===== src/source/noc_pkg.sv =====
// noc package
// mesh geometry, flit layout and router port encoding shared by
// the routers, the mesh top and the testbench
package noc_pkg;

  // mesh geometry
  localparam int MESH_X = 2;
  localparam int MESH_Y = 2;
  localparam int NODES  = MESH_X * MESH_Y;

  // one bit per coordinate is enough for a 2x2 grid
  localparam int COORD_W   = 1;
  localparam int PAYLOAD_W = 16;

  // input buffer sizing
  localparam int FIFO_DEPTH = 2;
  localparam int PTR_W      = $clog2(FIFO_DEPTH);
  localparam int CNT_W      = $clog2(FIFO_DEPTH + 1);

  // last pointer slot and full level, sized for direct compare
  localparam logic [PTR_W-1:0] PTR_LAST   = PTR_W'(FIFO_DEPTH - 1);
  localparam logic [CNT_W-1:0] FULL_COUNT = CNT_W'(FIFO_DEPTH);

  // router ports
  localparam int PORTS  = 5;
  localparam int PORT_W = 3;

  // highest port number, wrap point of the round-robin pointers
  localparam logic [PORT_W-1:0] PORT_LAST = PORT_W'(PORTS - 1);

  // port order doubles as array index inside the router
  typedef enum logic [PORT_W-1:0] {
    port_local = 3'd0,
    port_north = 3'd1,
    port_south = 3'd2,
    port_west  = 3'd3,
    port_east  = 3'd4
  } port_e;

  // single-flit packet, header travels with every flit
  typedef struct packed {
    logic [COORD_W-1:0]   dst_x;
    logic [COORD_W-1:0]   dst_y;
    logic [COORD_W-1:0]   src_x;
    logic [COORD_W-1:0]   src_y;
    logic [PAYLOAD_W-1:0] payload;
  } flit_t;

  // flit plus the output picked by the route stage
  typedef struct packed {
    flit_t flit;
    port_e out_port;
  } route_t;

  // node numbering, row major
  function automatic int node_idx(int x, int y);
    return y * MESH_X + x;
  endfunction

endpackage

===== src/source/noc_mesh.sv =====
// noc mesh top
// grid of routers with neighbour links, mesh-edge ports tied off
// and local ports brought out per node
module noc_mesh (
  input  logic                        clk,
  input  logic                        arst_n,
  input  noc_pkg::flit_t              in_flit   [noc_pkg::NODES],
  input  logic [noc_pkg::NODES-1:0]   in_valid,
  output wire  [noc_pkg::NODES-1:0]   in_ready,
  output wire  noc_pkg::flit_t        out_flit  [noc_pkg::NODES],
  output wire  [noc_pkg::NODES-1:0]   out_valid,
  input  logic [noc_pkg::NODES-1:0]   out_ready
);

  // per router, per port link wires
  wire noc_pkg::flit_t         r_in_flit   [noc_pkg::NODES][noc_pkg::PORTS];
  wire [noc_pkg::PORTS-1:0]    r_in_valid  [noc_pkg::NODES];
  wire [noc_pkg::PORTS-1:0]    r_in_ready  [noc_pkg::NODES];
  wire noc_pkg::flit_t         r_out_flit  [noc_pkg::NODES][noc_pkg::PORTS];
  wire [noc_pkg::PORTS-1:0]    r_out_valid [noc_pkg::NODES];
  wire [noc_pkg::PORTS-1:0]    r_out_ready [noc_pkg::NODES];

  genvar x, y;
  generate
    for (y = 0; y < noc_pkg::MESH_Y; y++) begin : g_row
      for (x = 0; x < noc_pkg::MESH_X; x++) begin : g_col

        noc_router #(
          .router_x (x),
          .router_y (y)
        ) u_router (
          .clk       (clk),
          .arst_n    (arst_n),
          .in_flit   (r_in_flit[noc_pkg::node_idx(x, y)]),
          .in_valid  (r_in_valid[noc_pkg::node_idx(x, y)]),
          .in_ready  (r_in_ready[noc_pkg::node_idx(x, y)]),
          .out_flit  (r_out_flit[noc_pkg::node_idx(x, y)]),
          .out_valid (r_out_valid[noc_pkg::node_idx(x, y)]),
          .out_ready (r_out_ready[noc_pkg::node_idx(x, y)])
        );

        // local port to the top level
        assign r_in_flit[noc_pkg::node_idx(x, y)][noc_pkg::port_local]   = in_flit[noc_pkg::node_idx(x, y)];
        assign r_in_valid[noc_pkg::node_idx(x, y)][noc_pkg::port_local]  = in_valid[noc_pkg::node_idx(x, y)];
        assign in_ready[noc_pkg::node_idx(x, y)]  = r_in_ready[noc_pkg::node_idx(x, y)][noc_pkg::port_local];
        assign out_flit[noc_pkg::node_idx(x, y)]  = r_out_flit[noc_pkg::node_idx(x, y)][noc_pkg::port_local];
        assign out_valid[noc_pkg::node_idx(x, y)] = r_out_valid[noc_pkg::node_idx(x, y)][noc_pkg::port_local];
        assign r_out_ready[noc_pkg::node_idx(x, y)][noc_pkg::port_local] = out_ready[noc_pkg::node_idx(x, y)];

        // west side, fed by the east output of x-1
        if (x > 0) begin : g_west_link
          assign r_in_flit[noc_pkg::node_idx(x, y)][noc_pkg::port_west]   = r_out_flit[noc_pkg::node_idx(x - 1, y)][noc_pkg::port_east];
          assign r_in_valid[noc_pkg::node_idx(x, y)][noc_pkg::port_west]  = r_out_valid[noc_pkg::node_idx(x - 1, y)][noc_pkg::port_east];
          assign r_out_ready[noc_pkg::node_idx(x, y)][noc_pkg::port_west] = r_in_ready[noc_pkg::node_idx(x - 1, y)][noc_pkg::port_east];
        end else begin : g_west_edge
          // XY never routes off the mesh, edge stays idle
          assign r_in_flit[noc_pkg::node_idx(x, y)][noc_pkg::port_west]   = '0;
          assign r_in_valid[noc_pkg::node_idx(x, y)][noc_pkg::port_west]  = 1'b0;
          assign r_out_ready[noc_pkg::node_idx(x, y)][noc_pkg::port_west] = 1'b0;
        end

        // east side, fed by the west output of x+1
        if (x < noc_pkg::MESH_X - 1) begin : g_east_link
          assign r_in_flit[noc_pkg::node_idx(x, y)][noc_pkg::port_east]   = r_out_flit[noc_pkg::node_idx(x + 1, y)][noc_pkg::port_west];
          assign r_in_valid[noc_pkg::node_idx(x, y)][noc_pkg::port_east]  = r_out_valid[noc_pkg::node_idx(x + 1, y)][noc_pkg::port_west];
          assign r_out_ready[noc_pkg::node_idx(x, y)][noc_pkg::port_east] = r_in_ready[noc_pkg::node_idx(x + 1, y)][noc_pkg::port_west];
        end else begin : g_east_edge
          assign r_in_flit[noc_pkg::node_idx(x, y)][noc_pkg::port_east]   = '0;
          assign r_in_valid[noc_pkg::node_idx(x, y)][noc_pkg::port_east]  = 1'b0;
          assign r_out_ready[noc_pkg::node_idx(x, y)][noc_pkg::port_east] = 1'b0;
        end

        // north side, fed by the south output of y-1
        if (y > 0) begin : g_north_link
          assign r_in_flit[noc_pkg::node_idx(x, y)][noc_pkg::port_north]   = r_out_flit[noc_pkg::node_idx(x, y - 1)][noc_pkg::port_south];
          assign r_in_valid[noc_pkg::node_idx(x, y)][noc_pkg::port_north]  = r_out_valid[noc_pkg::node_idx(x, y - 1)][noc_pkg::port_south];
          assign r_out_ready[noc_pkg::node_idx(x, y)][noc_pkg::port_north] = r_in_ready[noc_pkg::node_idx(x, y - 1)][noc_pkg::port_south];
        end else begin : g_north_edge
          assign r_in_flit[noc_pkg::node_idx(x, y)][noc_pkg::port_north]   = '0;
          assign r_in_valid[noc_pkg::node_idx(x, y)][noc_pkg::port_north]  = 1'b0;
          assign r_out_ready[noc_pkg::node_idx(x, y)][noc_pkg::port_north] = 1'b0;
        end

        // south side, fed by the north output of y+1
        if (y < noc_pkg::MESH_Y - 1) begin : g_south_link
          assign r_in_flit[noc_pkg::node_idx(x, y)][noc_pkg::port_south]   = r_out_flit[noc_pkg::node_idx(x, y + 1)][noc_pkg::port_north];
          assign r_in_valid[noc_pkg::node_idx(x, y)][noc_pkg::port_south]  = r_out_valid[noc_pkg::node_idx(x, y + 1)][noc_pkg::port_north];
          assign r_out_ready[noc_pkg::node_idx(x, y)][noc_pkg::port_south] = r_in_ready[noc_pkg::node_idx(x, y + 1)][noc_pkg::port_north];
        end else begin : g_south_edge
          assign r_in_flit[noc_pkg::node_idx(x, y)][noc_pkg::port_south]   = '0;
          assign r_in_valid[noc_pkg::node_idx(x, y)][noc_pkg::port_south]  = 1'b0;
          assign r_out_ready[noc_pkg::node_idx(x, y)][noc_pkg::port_south] = 1'b0;
        end

      end
    end
  endgenerate

endmodule


===== src/source/noc_router.sv =====
// noc router
// five-port router: input buffer and route stage per port, one
// shared switch allocator driving the registered outputs
module noc_router #(
  parameter int router_x = 0,
  parameter int router_y = 0
) (
  input  logic                        clk,
  input  logic                        arst_n,
  input  noc_pkg::flit_t              in_flit   [noc_pkg::PORTS],
  input  logic [noc_pkg::PORTS-1:0]   in_valid,
  output wire  [noc_pkg::PORTS-1:0]   in_ready,
  output noc_pkg::flit_t              out_flit  [noc_pkg::PORTS],
  output logic [noc_pkg::PORTS-1:0]   out_valid,
  input  logic [noc_pkg::PORTS-1:0]   out_ready
);

  // buffer to route stage
  wire noc_pkg::flit_t             buf_flit  [noc_pkg::PORTS];
  wire [noc_pkg::PORTS-1:0]        buf_valid;
  wire [noc_pkg::PORTS-1:0]        buf_ready;

  // route stage to switch
  wire noc_pkg::route_t            rc_route  [noc_pkg::PORTS];
  wire [noc_pkg::PORTS-1:0]        rc_valid;
  logic [noc_pkg::PORTS-1:0]       sw_grant;

  genvar p;
  generate
    // one buffer and one route stage per port, indexed by port_e
    for (p = 0; p < noc_pkg::PORTS; p++) begin : g_port
      noc_input_buffer u_input_buffer (
        .clk       (clk),
        .arst_n    (arst_n),
        .in_flit   (in_flit[p]),
        .in_valid  (in_valid[p]),
        .in_ready  (in_ready[p]),
        .out_flit  (buf_flit[p]),
        .out_valid (buf_valid[p]),
        .out_ready (buf_ready[p])
      );

      // grant doubles as ready of the route register
      noc_route_calc #(
        .router_x (router_x),
        .router_y (router_y)
      ) u_route_calc (
        .clk       (clk),
        .arst_n    (arst_n),
        .in_flit   (buf_flit[p]),
        .in_valid  (buf_valid[p]),
        .in_ready  (buf_ready[p]),
        .out_route (rc_route[p]),
        .out_valid (rc_valid[p]),
        .grant     (sw_grant[p])
      );
    end
  endgenerate

  // crossbar and output registers
  noc_switch_alloc u_switch_alloc (
    .clk       (clk),
    .arst_n    (arst_n),
    .req_route (rc_route),
    .req_valid (rc_valid),
    .grant     (sw_grant),
    .out_flit  (out_flit),
    .out_valid (out_valid),
    .out_ready (out_ready)
  );

endmodule


===== src/source/noc_switch_alloc.sv =====
// noc switch allocator
// round-robin arbiter per output port, winning flit held in an
// output register until the downstream link takes it
module noc_switch_alloc (
  input  logic                        clk,
  input  logic                        arst_n,
  input  noc_pkg::route_t             req_route [noc_pkg::PORTS],
  input  logic [noc_pkg::PORTS-1:0]   req_valid,
  output logic [noc_pkg::PORTS-1:0]   grant,
  output noc_pkg::flit_t              out_flit  [noc_pkg::PORTS],
  output logic [noc_pkg::PORTS-1:0]   out_valid,
  input  logic [noc_pkg::PORTS-1:0]   out_ready
);

  // round-robin start point per output
  logic [noc_pkg::PORT_W-1:0] rr_ptr  [noc_pkg::PORTS];

  // arbitration result per output
  logic [noc_pkg::PORT_W-1:0] win_idx [noc_pkg::PORTS];
  logic [noc_pkg::PORTS-1:0]  win_valid;

  // output register empty or draining this cycle
  logic [noc_pkg::PORTS-1:0]  out_free;

  // arbitration
  always_comb begin
    int idx;
    grant = '0;
    for (int o = 0; o < noc_pkg::PORTS; o++) begin
      win_valid[o] = 1'b0;
      win_idx[o]   = '0;
      out_free[o]  = !out_valid[o] || out_ready[o];
      // scan inputs starting at the pointer, first match wins
      for (int k = 0; k < noc_pkg::PORTS; k++) begin
        idx = (int'(rr_ptr[o]) + k) % noc_pkg::PORTS;
        if (!win_valid[o] && req_valid[idx] &&
            req_route[idx].out_port == noc_pkg::port_e'(o)) begin
          win_valid[o] = 1'b1;
          win_idx[o]   = idx[noc_pkg::PORT_W-1:0];
        end
      end
      // an input asks for one output only, so grants never collide
      if (win_valid[o] && out_free[o]) begin
        grant[win_idx[o]] = 1'b1;
      end
    end
  end

  // output valid and pointer update
  always_ff @(posedge clk or negedge arst_n) begin
    if (!arst_n) begin
      out_valid <= '0;
      for (int o = 0; o < noc_pkg::PORTS; o++) begin
        rr_ptr[o] <= '0;
      end
    end else begin
      for (int o = 0; o < noc_pkg::PORTS; o++) begin
        if (win_valid[o] && out_free[o]) begin
          out_valid[o] <= 1'b1;
          // next search starts just past the winner
          rr_ptr[o] <= (win_idx[o] == noc_pkg::PORT_LAST) ? '0 : win_idx[o] + 1'b1;
        end else if (out_ready[o]) begin
          out_valid[o] <= 1'b0;
        end
      end
    end
  end

  // winning flit into the output register
  always_ff @(posedge clk) begin
    for (int o = 0; o < noc_pkg::PORTS; o++) begin
      if (win_valid[o] && out_free[o]) begin
        out_flit[o] <= req_route[win_idx[o]].flit;
      end
    end
  end

endmodule


===== src/source/noc_route_calc.sv =====
// noc route stage
// registers the head flit of one input together with its XY output port
module noc_route_calc #(
  parameter int router_x = 0,
  parameter int router_y = 0
) (
  input  logic            clk,
  input  logic            arst_n,
  input  noc_pkg::flit_t  in_flit,
  input  logic            in_valid,
  output logic            in_ready,
  output noc_pkg::route_t out_route,
  output logic            out_valid,
  input  logic            grant
);

  noc_pkg::route_t route_q;
  noc_pkg::port_e  next_port;
  logic            valid_q;
  logic            load;

  // dimension order: x first, then y, then local
  // y grows toward south
  always_comb begin
    if (int'(in_flit.dst_x) > router_x) begin
      next_port = noc_pkg::port_east;
    end else if (int'(in_flit.dst_x) < router_x) begin
      next_port = noc_pkg::port_west;
    end else if (int'(in_flit.dst_y) > router_y) begin
      next_port = noc_pkg::port_south;
    end else if (int'(in_flit.dst_y) < router_y) begin
      next_port = noc_pkg::port_north;
    end else begin
      next_port = noc_pkg::port_local;
    end
  end

  // empty or leaving this cycle, no bubble on back-to-back flits
  assign in_ready = !valid_q || grant;
  assign load     = in_valid && in_ready;

  always_ff @(posedge clk or negedge arst_n) begin
    if (!arst_n) begin
      valid_q <= 1'b0;
    end else if (load) begin
      valid_q <= 1'b1;
    end else if (grant) begin
      valid_q <= 1'b0;
    end
  end

  // decision held until the switch grants it
  always_ff @(posedge clk) begin
    if (load) begin
      route_q.flit     <= in_flit;
      route_q.out_port <= next_port;
    end
  end

  assign out_route = route_q;
  assign out_valid = valid_q;

endmodule


===== src/source/noc_input_buffer.sv =====
// noc input buffer
// small circular FIFO in front of each router input, presents the
// oldest flit to the route stage
module noc_input_buffer (
  input  logic           clk,
  input  logic           arst_n,
  input  noc_pkg::flit_t in_flit,
  input  logic           in_valid,
  output logic           in_ready,
  output noc_pkg::flit_t out_flit,
  output logic           out_valid,
  input  logic           out_ready
);

  // storage
  noc_pkg::flit_t mem [noc_pkg::FIFO_DEPTH];

  // pointers and fill level
  logic [noc_pkg::PTR_W-1:0] wr_ptr;
  logic [noc_pkg::PTR_W-1:0] rd_ptr;
  logic [noc_pkg::CNT_W-1:0] count;

  logic push;
  logic pop;

  // ready depends on fill level only
  // so the ready chain stops here instead of running through the mesh
  assign in_ready  = (count != noc_pkg::FULL_COUNT);
  assign out_valid = (count != '0);
  assign out_flit  = mem[rd_ptr];

  assign push = in_valid && in_ready;
  assign pop  = out_valid && out_ready;

  // pointer and count update
  always_ff @(posedge clk or negedge arst_n) begin
    if (!arst_n) begin
      wr_ptr <= '0;
      rd_ptr <= '0;
      count  <= '0;
    end else begin
      if (push) begin
        // wrap at the last slot, depth need not be a power of two
        wr_ptr <= (wr_ptr == noc_pkg::PTR_LAST) ? '0 : wr_ptr + 1'b1;
      end
      if (pop) begin
        rd_ptr <= (rd_ptr == noc_pkg::PTR_LAST) ? '0 : rd_ptr + 1'b1;
      end
      // push and pop together leave the level unchanged
      case ({push, pop})
        2'b10:   count <= count + 1'b1;
        2'b01:   count <= count - 1'b1;
        default: count <= count;
      endcase
    end
  end

  // flit storage
  always_ff @(posedge clk) begin
    if (push) begin
      mem[wr_ptr] <= in_flit;
    end
  end

endmodule


===== config.mk =====
export PLATFORM = sky130hd
export DESIGN_NAME = noc_mesh
export DESIGN_NICKNAME = d
export VERILOG_FILES = /design/src/source/noc_pkg.sv /design/src/source/noc_mesh.sv /design/src/source/noc_router.sv /design/src/source/noc_switch_alloc.sv /design/src/source/noc_route_calc.sv /design/src/source/noc_input_buffer.sv
export SDC_FILE = /design/constraint.sdc
export NUM_CORES = 2
export LEC_CHECK = 0
export BUFFER_PORTS_ARGS = -buffer_cell sky130_fd_sc_hd__buf_4
export CORE_MARGIN = 4
export CORE_UTILIZATION = 50
export DETAILED_ROUTE_END_ITERATION = 8
export PLACE_DENSITY_LB_ADDON = 0.1
export REMOVE_ABC_BUFFERS = 1
export SLEW_MARGIN = 25
export SYNTH_ARGS = -nofsm -noshare
export SYNTH_HDL_FRONTEND = slang
export SYNTH_SLANG_ARGS = --single-unit

===== constraint.sdc =====
create_clock -name clk -period 19.2 [get_ports clk]
set_input_delay 0.96 -clock clk [delete_from_list [all_inputs] [get_ports clk]]
set_output_delay 0.96 -clock clk [all_outputs]
set_load 0.05 [all_outputs]

==> flow_metrics.env <==
export IMPL_nFillCells=10701
export IMPL_die_w_um=364
export IMPL_rows=130
export IMPL_crit_path_top_delay_cell="ha_1"
export IMPL_setup_violations=0
export IMPL_fmax_mhz=117
export IMPL_syn_area_per_cell_um2=11.5
export IMPL_antenna_found_initial=2
export IMPL_ys_warn_count=0
export IMPL_first_pass_iters=6
export IMPL_arrival_ns=9.15
export IMPL_synth_edf_count=984
export IMPL_slew_viol_final=0
export IMPL_synth_seq_cells=1124
export IMPL_clock_sinks=1124
export IMPL_vias=43380
export IMPL_drc_errors=0
export IMPL_cts_hold_buf=0
export IMPL_synthCells=5516
export IMPL_status="completed"
export IMPL_cp_cell_sequence="buf_4 > clkinv_1 > ha_1 > inv_1 > ha_1 > or3_1 > a21oi_1 > or2_2 > ha_1 > nand2b_1 > a32o_1 > mux2i_1 > o32ai_2 > nand3_1 > o21a_1 > buf_4 > o311ai_0 > o22ai_1 > inv_1 > ha_1 > nor2_1 > xor2_1"
export IMPL_gp_congestion=0.873
export IMPL_ant_nets=0
export IMPL_nets=6002
export IMPL_first_global_vias=40692
export IMPL_core_um2=126000
export IMPL_clk_latency_ns=0.72
export IMPL_ys_seq_area_share_pct=52.3
export IMPL_die_y_um=364
export IMPL_slew_headroom_pct=31.4
export IMPL_crit_path_start_kind="flip-flop"
export IMPL_yosysUniqueCellTypes=100
export IMPL_cp_common_cell="ha_1"
export IMPL_fin_crit_sh_pct=44.3
export IMPL_root_buffer="clkbuf_16"
export IMPL_grt_pass1_wl_um=241000
export IMPL_drv_cap=0
export IMPL_antennaDiodeCount=0
export IMPL_htreeDepth=3
export IMPL_path_max_fanout=33
export IMPL_drt_iter0_drc=4218
export IMPL_wl_per_cell_um=21.6
export IMPL_cts_tree="built"
export IMPL_hold_viol_final=0
export IMPL_fp_dieArea_um2=132000
export IMPL_synthArstFlopShare_pct=12.5
export IMPL_port_buffers=177
export IMPL_cp_required_ns=19.84
export IMPL_layout_commonest_cell="edfxtp_1"
export IMPL_grt_max_degree=57
export IMPL_grt_overflow=0
export IMPL_postRouteWirelength_um=158000
export IMPL_rsz0062_at_grt="no"
export IMPL_drive_above_1_share_pct=14.4
export IMPL_layout_min_cycle_time_ns=8.51
export IMPL_clock_skew_ns=0.0290
export IMPL_cp_top_family="compound AO/OA/AOI/OAI gates"
export IMPL_crit_cells=22
export IMPL_critical_path_class="reg2reg"
export IMPL_ios=178
export IMPL_r2r_cells=22
export IMPL_syn2layout_area_growth_pct=10.2
export IMPL_crit_buf_inv=5
export IMPL_rrSetupSlack_ns=10.69
export IMPL_crit_path_max_incr_delay_ns=1.07
export IMPL_synth_ff_type="edfxtp_1"
export IMPL_holdWs_ns=0.168
export IMPL_viasPerCell=5.92
export IMPL_worstHoldPathType="in2async"
export IMPL_cts_made_buffers=115
export IMPL_cts_setup_buffers=0
export IMPL_hpwl_um=113000
export IMPL_track_usage_pct=23.4
export IMPL_crit_path_end_kind="flip-flop"
export IMPL_worst_slew_pin_slew_ns=1.03
export IMPL_clk_pin_slew_worst_paths_ns=0.06
export IMPL_totalNegativeSetupSlack_ns=0
export IMPL_cts_resized_gates=0
export IMPL_syn_cell_area_um2=63200
export IMPL_cts_buffer_depth=3
export IMPL_initial_utilization_pct=50.3
export IMPL_final_cell_mix="edfxtp_1 (984), nand2_1 (537), o21ai_0 (359)"
export IMPL_post_route_util_pct=55.5
cells in the mapped netlist, types with 24 or more instances:
| cell type | instances | share of area [%] |
|---|---|---|
| o21ai_0 | 359 | 2.8 |
| nand4_1 | 33 | 0.33 |
| nor3_1 | 83 | 0.66 |
| buf_4 | 66 | 0.78 |
| nor2_1 | 282 | 1.7 |
| or2_2 | 39 | 0.39 |
| buf_2 | 26 | 0.21 |
| nand2b_1 | 112 | 1.1 |
| o21a_1 | 30 | 0.36 |
| edfxtp_1 | 984 | 47 |
| a211o_1 | 34 | 0.47 |
| mux2i_1 | 317 | 5.0 |
| and2_1 | 34 | 0.34 |
| mux2_2 | 279 | 5.0 |
| nand3b_1 | 44 | 0.52 |
| o22ai_1 | 30 | 0.30 |
| and3b_1 | 27 | 0.37 |
| a31oi_1 | 78 | 0.77 |
| a211oi_1 | 59 | 0.70 |
| nor4_1 | 24 | 0.24 |
| dfrtp_1 | 140 | 5.5 |
| and3_1 | 41 | 0.41 |
| nand3_1 | 85 | 0.67 |
| o31ai_1 | 33 | 0.39 |
| clkbuf_1 | 180 | 1.1 |
| nor3b_1 | 32 | 0.38 |
| a21oi_1 | 184 | 1.5 |
| or3_1 | 47 | 0.47 |
| ha_1 | 327 | 6.5 |
| a21o_1 | 38 | 0.45 |
| xnor2_1 | 129 | 1.8 |
| o211ai_1 | 49 | 0.58 |
| inv_1 | 240 | 1.4 |
| nand2_1 | 537 | 3.2 |
| nor2b_1 | 67 | 0.66 |
| xor2_1 | 28 | 0.39 |
stage by stage:
step	setup slack [ns]	std cells	area, um2
3_5_place_dp	10.40	7116	65800
2_1_floorplan	10.55	5234	61900
5_1_grt	10.14	7332	69600
3_3_place_gp	10.68	7116	65800
4_1_cts	10.38	7332	69600
6_report	10.69	7332	69600
kinds of logic after synthesis:
| logic type | share of synthesized area (%) |
|---|---|
| compound gates | 12.4 |
| xor+xnor | 2.18 |
| fa+ha+maj | 6.54 |
| buf+inv | 3.66 |
| flops | 52.3 |
| mux | 10.2 |
| other cells | 0.0119 |
| simple gates | 12.7 |
layout make-up:
class,count,area (um2),share of cell area [%]
sequential,1124,33100,47.5
clock buffer,150,3160,4.54
inverter,254,953,1.37
timing repair buffer,232,1750,2.51
clock inverter,66,631,0.905
multi-input combinational,3856,28000,40.2
tap,1650,2060,2.96
worst max-delay path by stage:
| stage | start | end | slack [ns] |
|---|---|---|---|
| after CTS | flip-flop | flip-flop | 10.38 |
| after global placement | flip-flop | flip-flop | 10.68 |
| after global routing | flip-flop | flip-flop | 10.14 |
| after detailed placement | flip-flop | flip-flop | 10.40 |
| after floorplan | flip-flop | flip-flop | 10.55 |
| final | flip-flop | flip-flop | 10.69 |
routing by layer:
layer | up-vias | routed length (um) | GRT usage [%]
met4 | 4 | 4020 | 5.71
met2 | 1211 | 72000 | 36.8
li1 | 20745 | - | -
met1 | 21219 | 73600 | 34.4
met3 | 201 | 8680 | 3.11
met5 | - | 23 | 0
flip-flops by register name (all words and copies together), names as in the netlist:
| signal | cells |
|---|---|
| g_row.g_col.u_router.u_switch_alloc.rr_ptr | 42 |
| g_row.g_col.u_router.g_port.u_route_calc.out_route | 264 |
| g_row.g_col.u_router.g_port.u_input_buffer.count | 40 |
| g_row.g_col.u_router.u_switch_alloc.out_flit | 240 |
| g_row.g_col.u_router.g_port.u_route_calc.out_valid | 20 |
| g_row.g_col.u_router.g_port.u_input_buffer.wr_ptr | 12 |
| g_row.g_col.u_router.g_port.u_input_buffer.mem | 480 |
| g_row.g_col.u_router.g_port.u_input_buffer.rd_ptr | 12 |
| g_row.g_col.u_router.u_switch_alloc.out_valid | 14 |
Power is left out: the tool's default activity adds up to more than one toggle a clock period on the data nets, which glitch-free logic cannot reach.
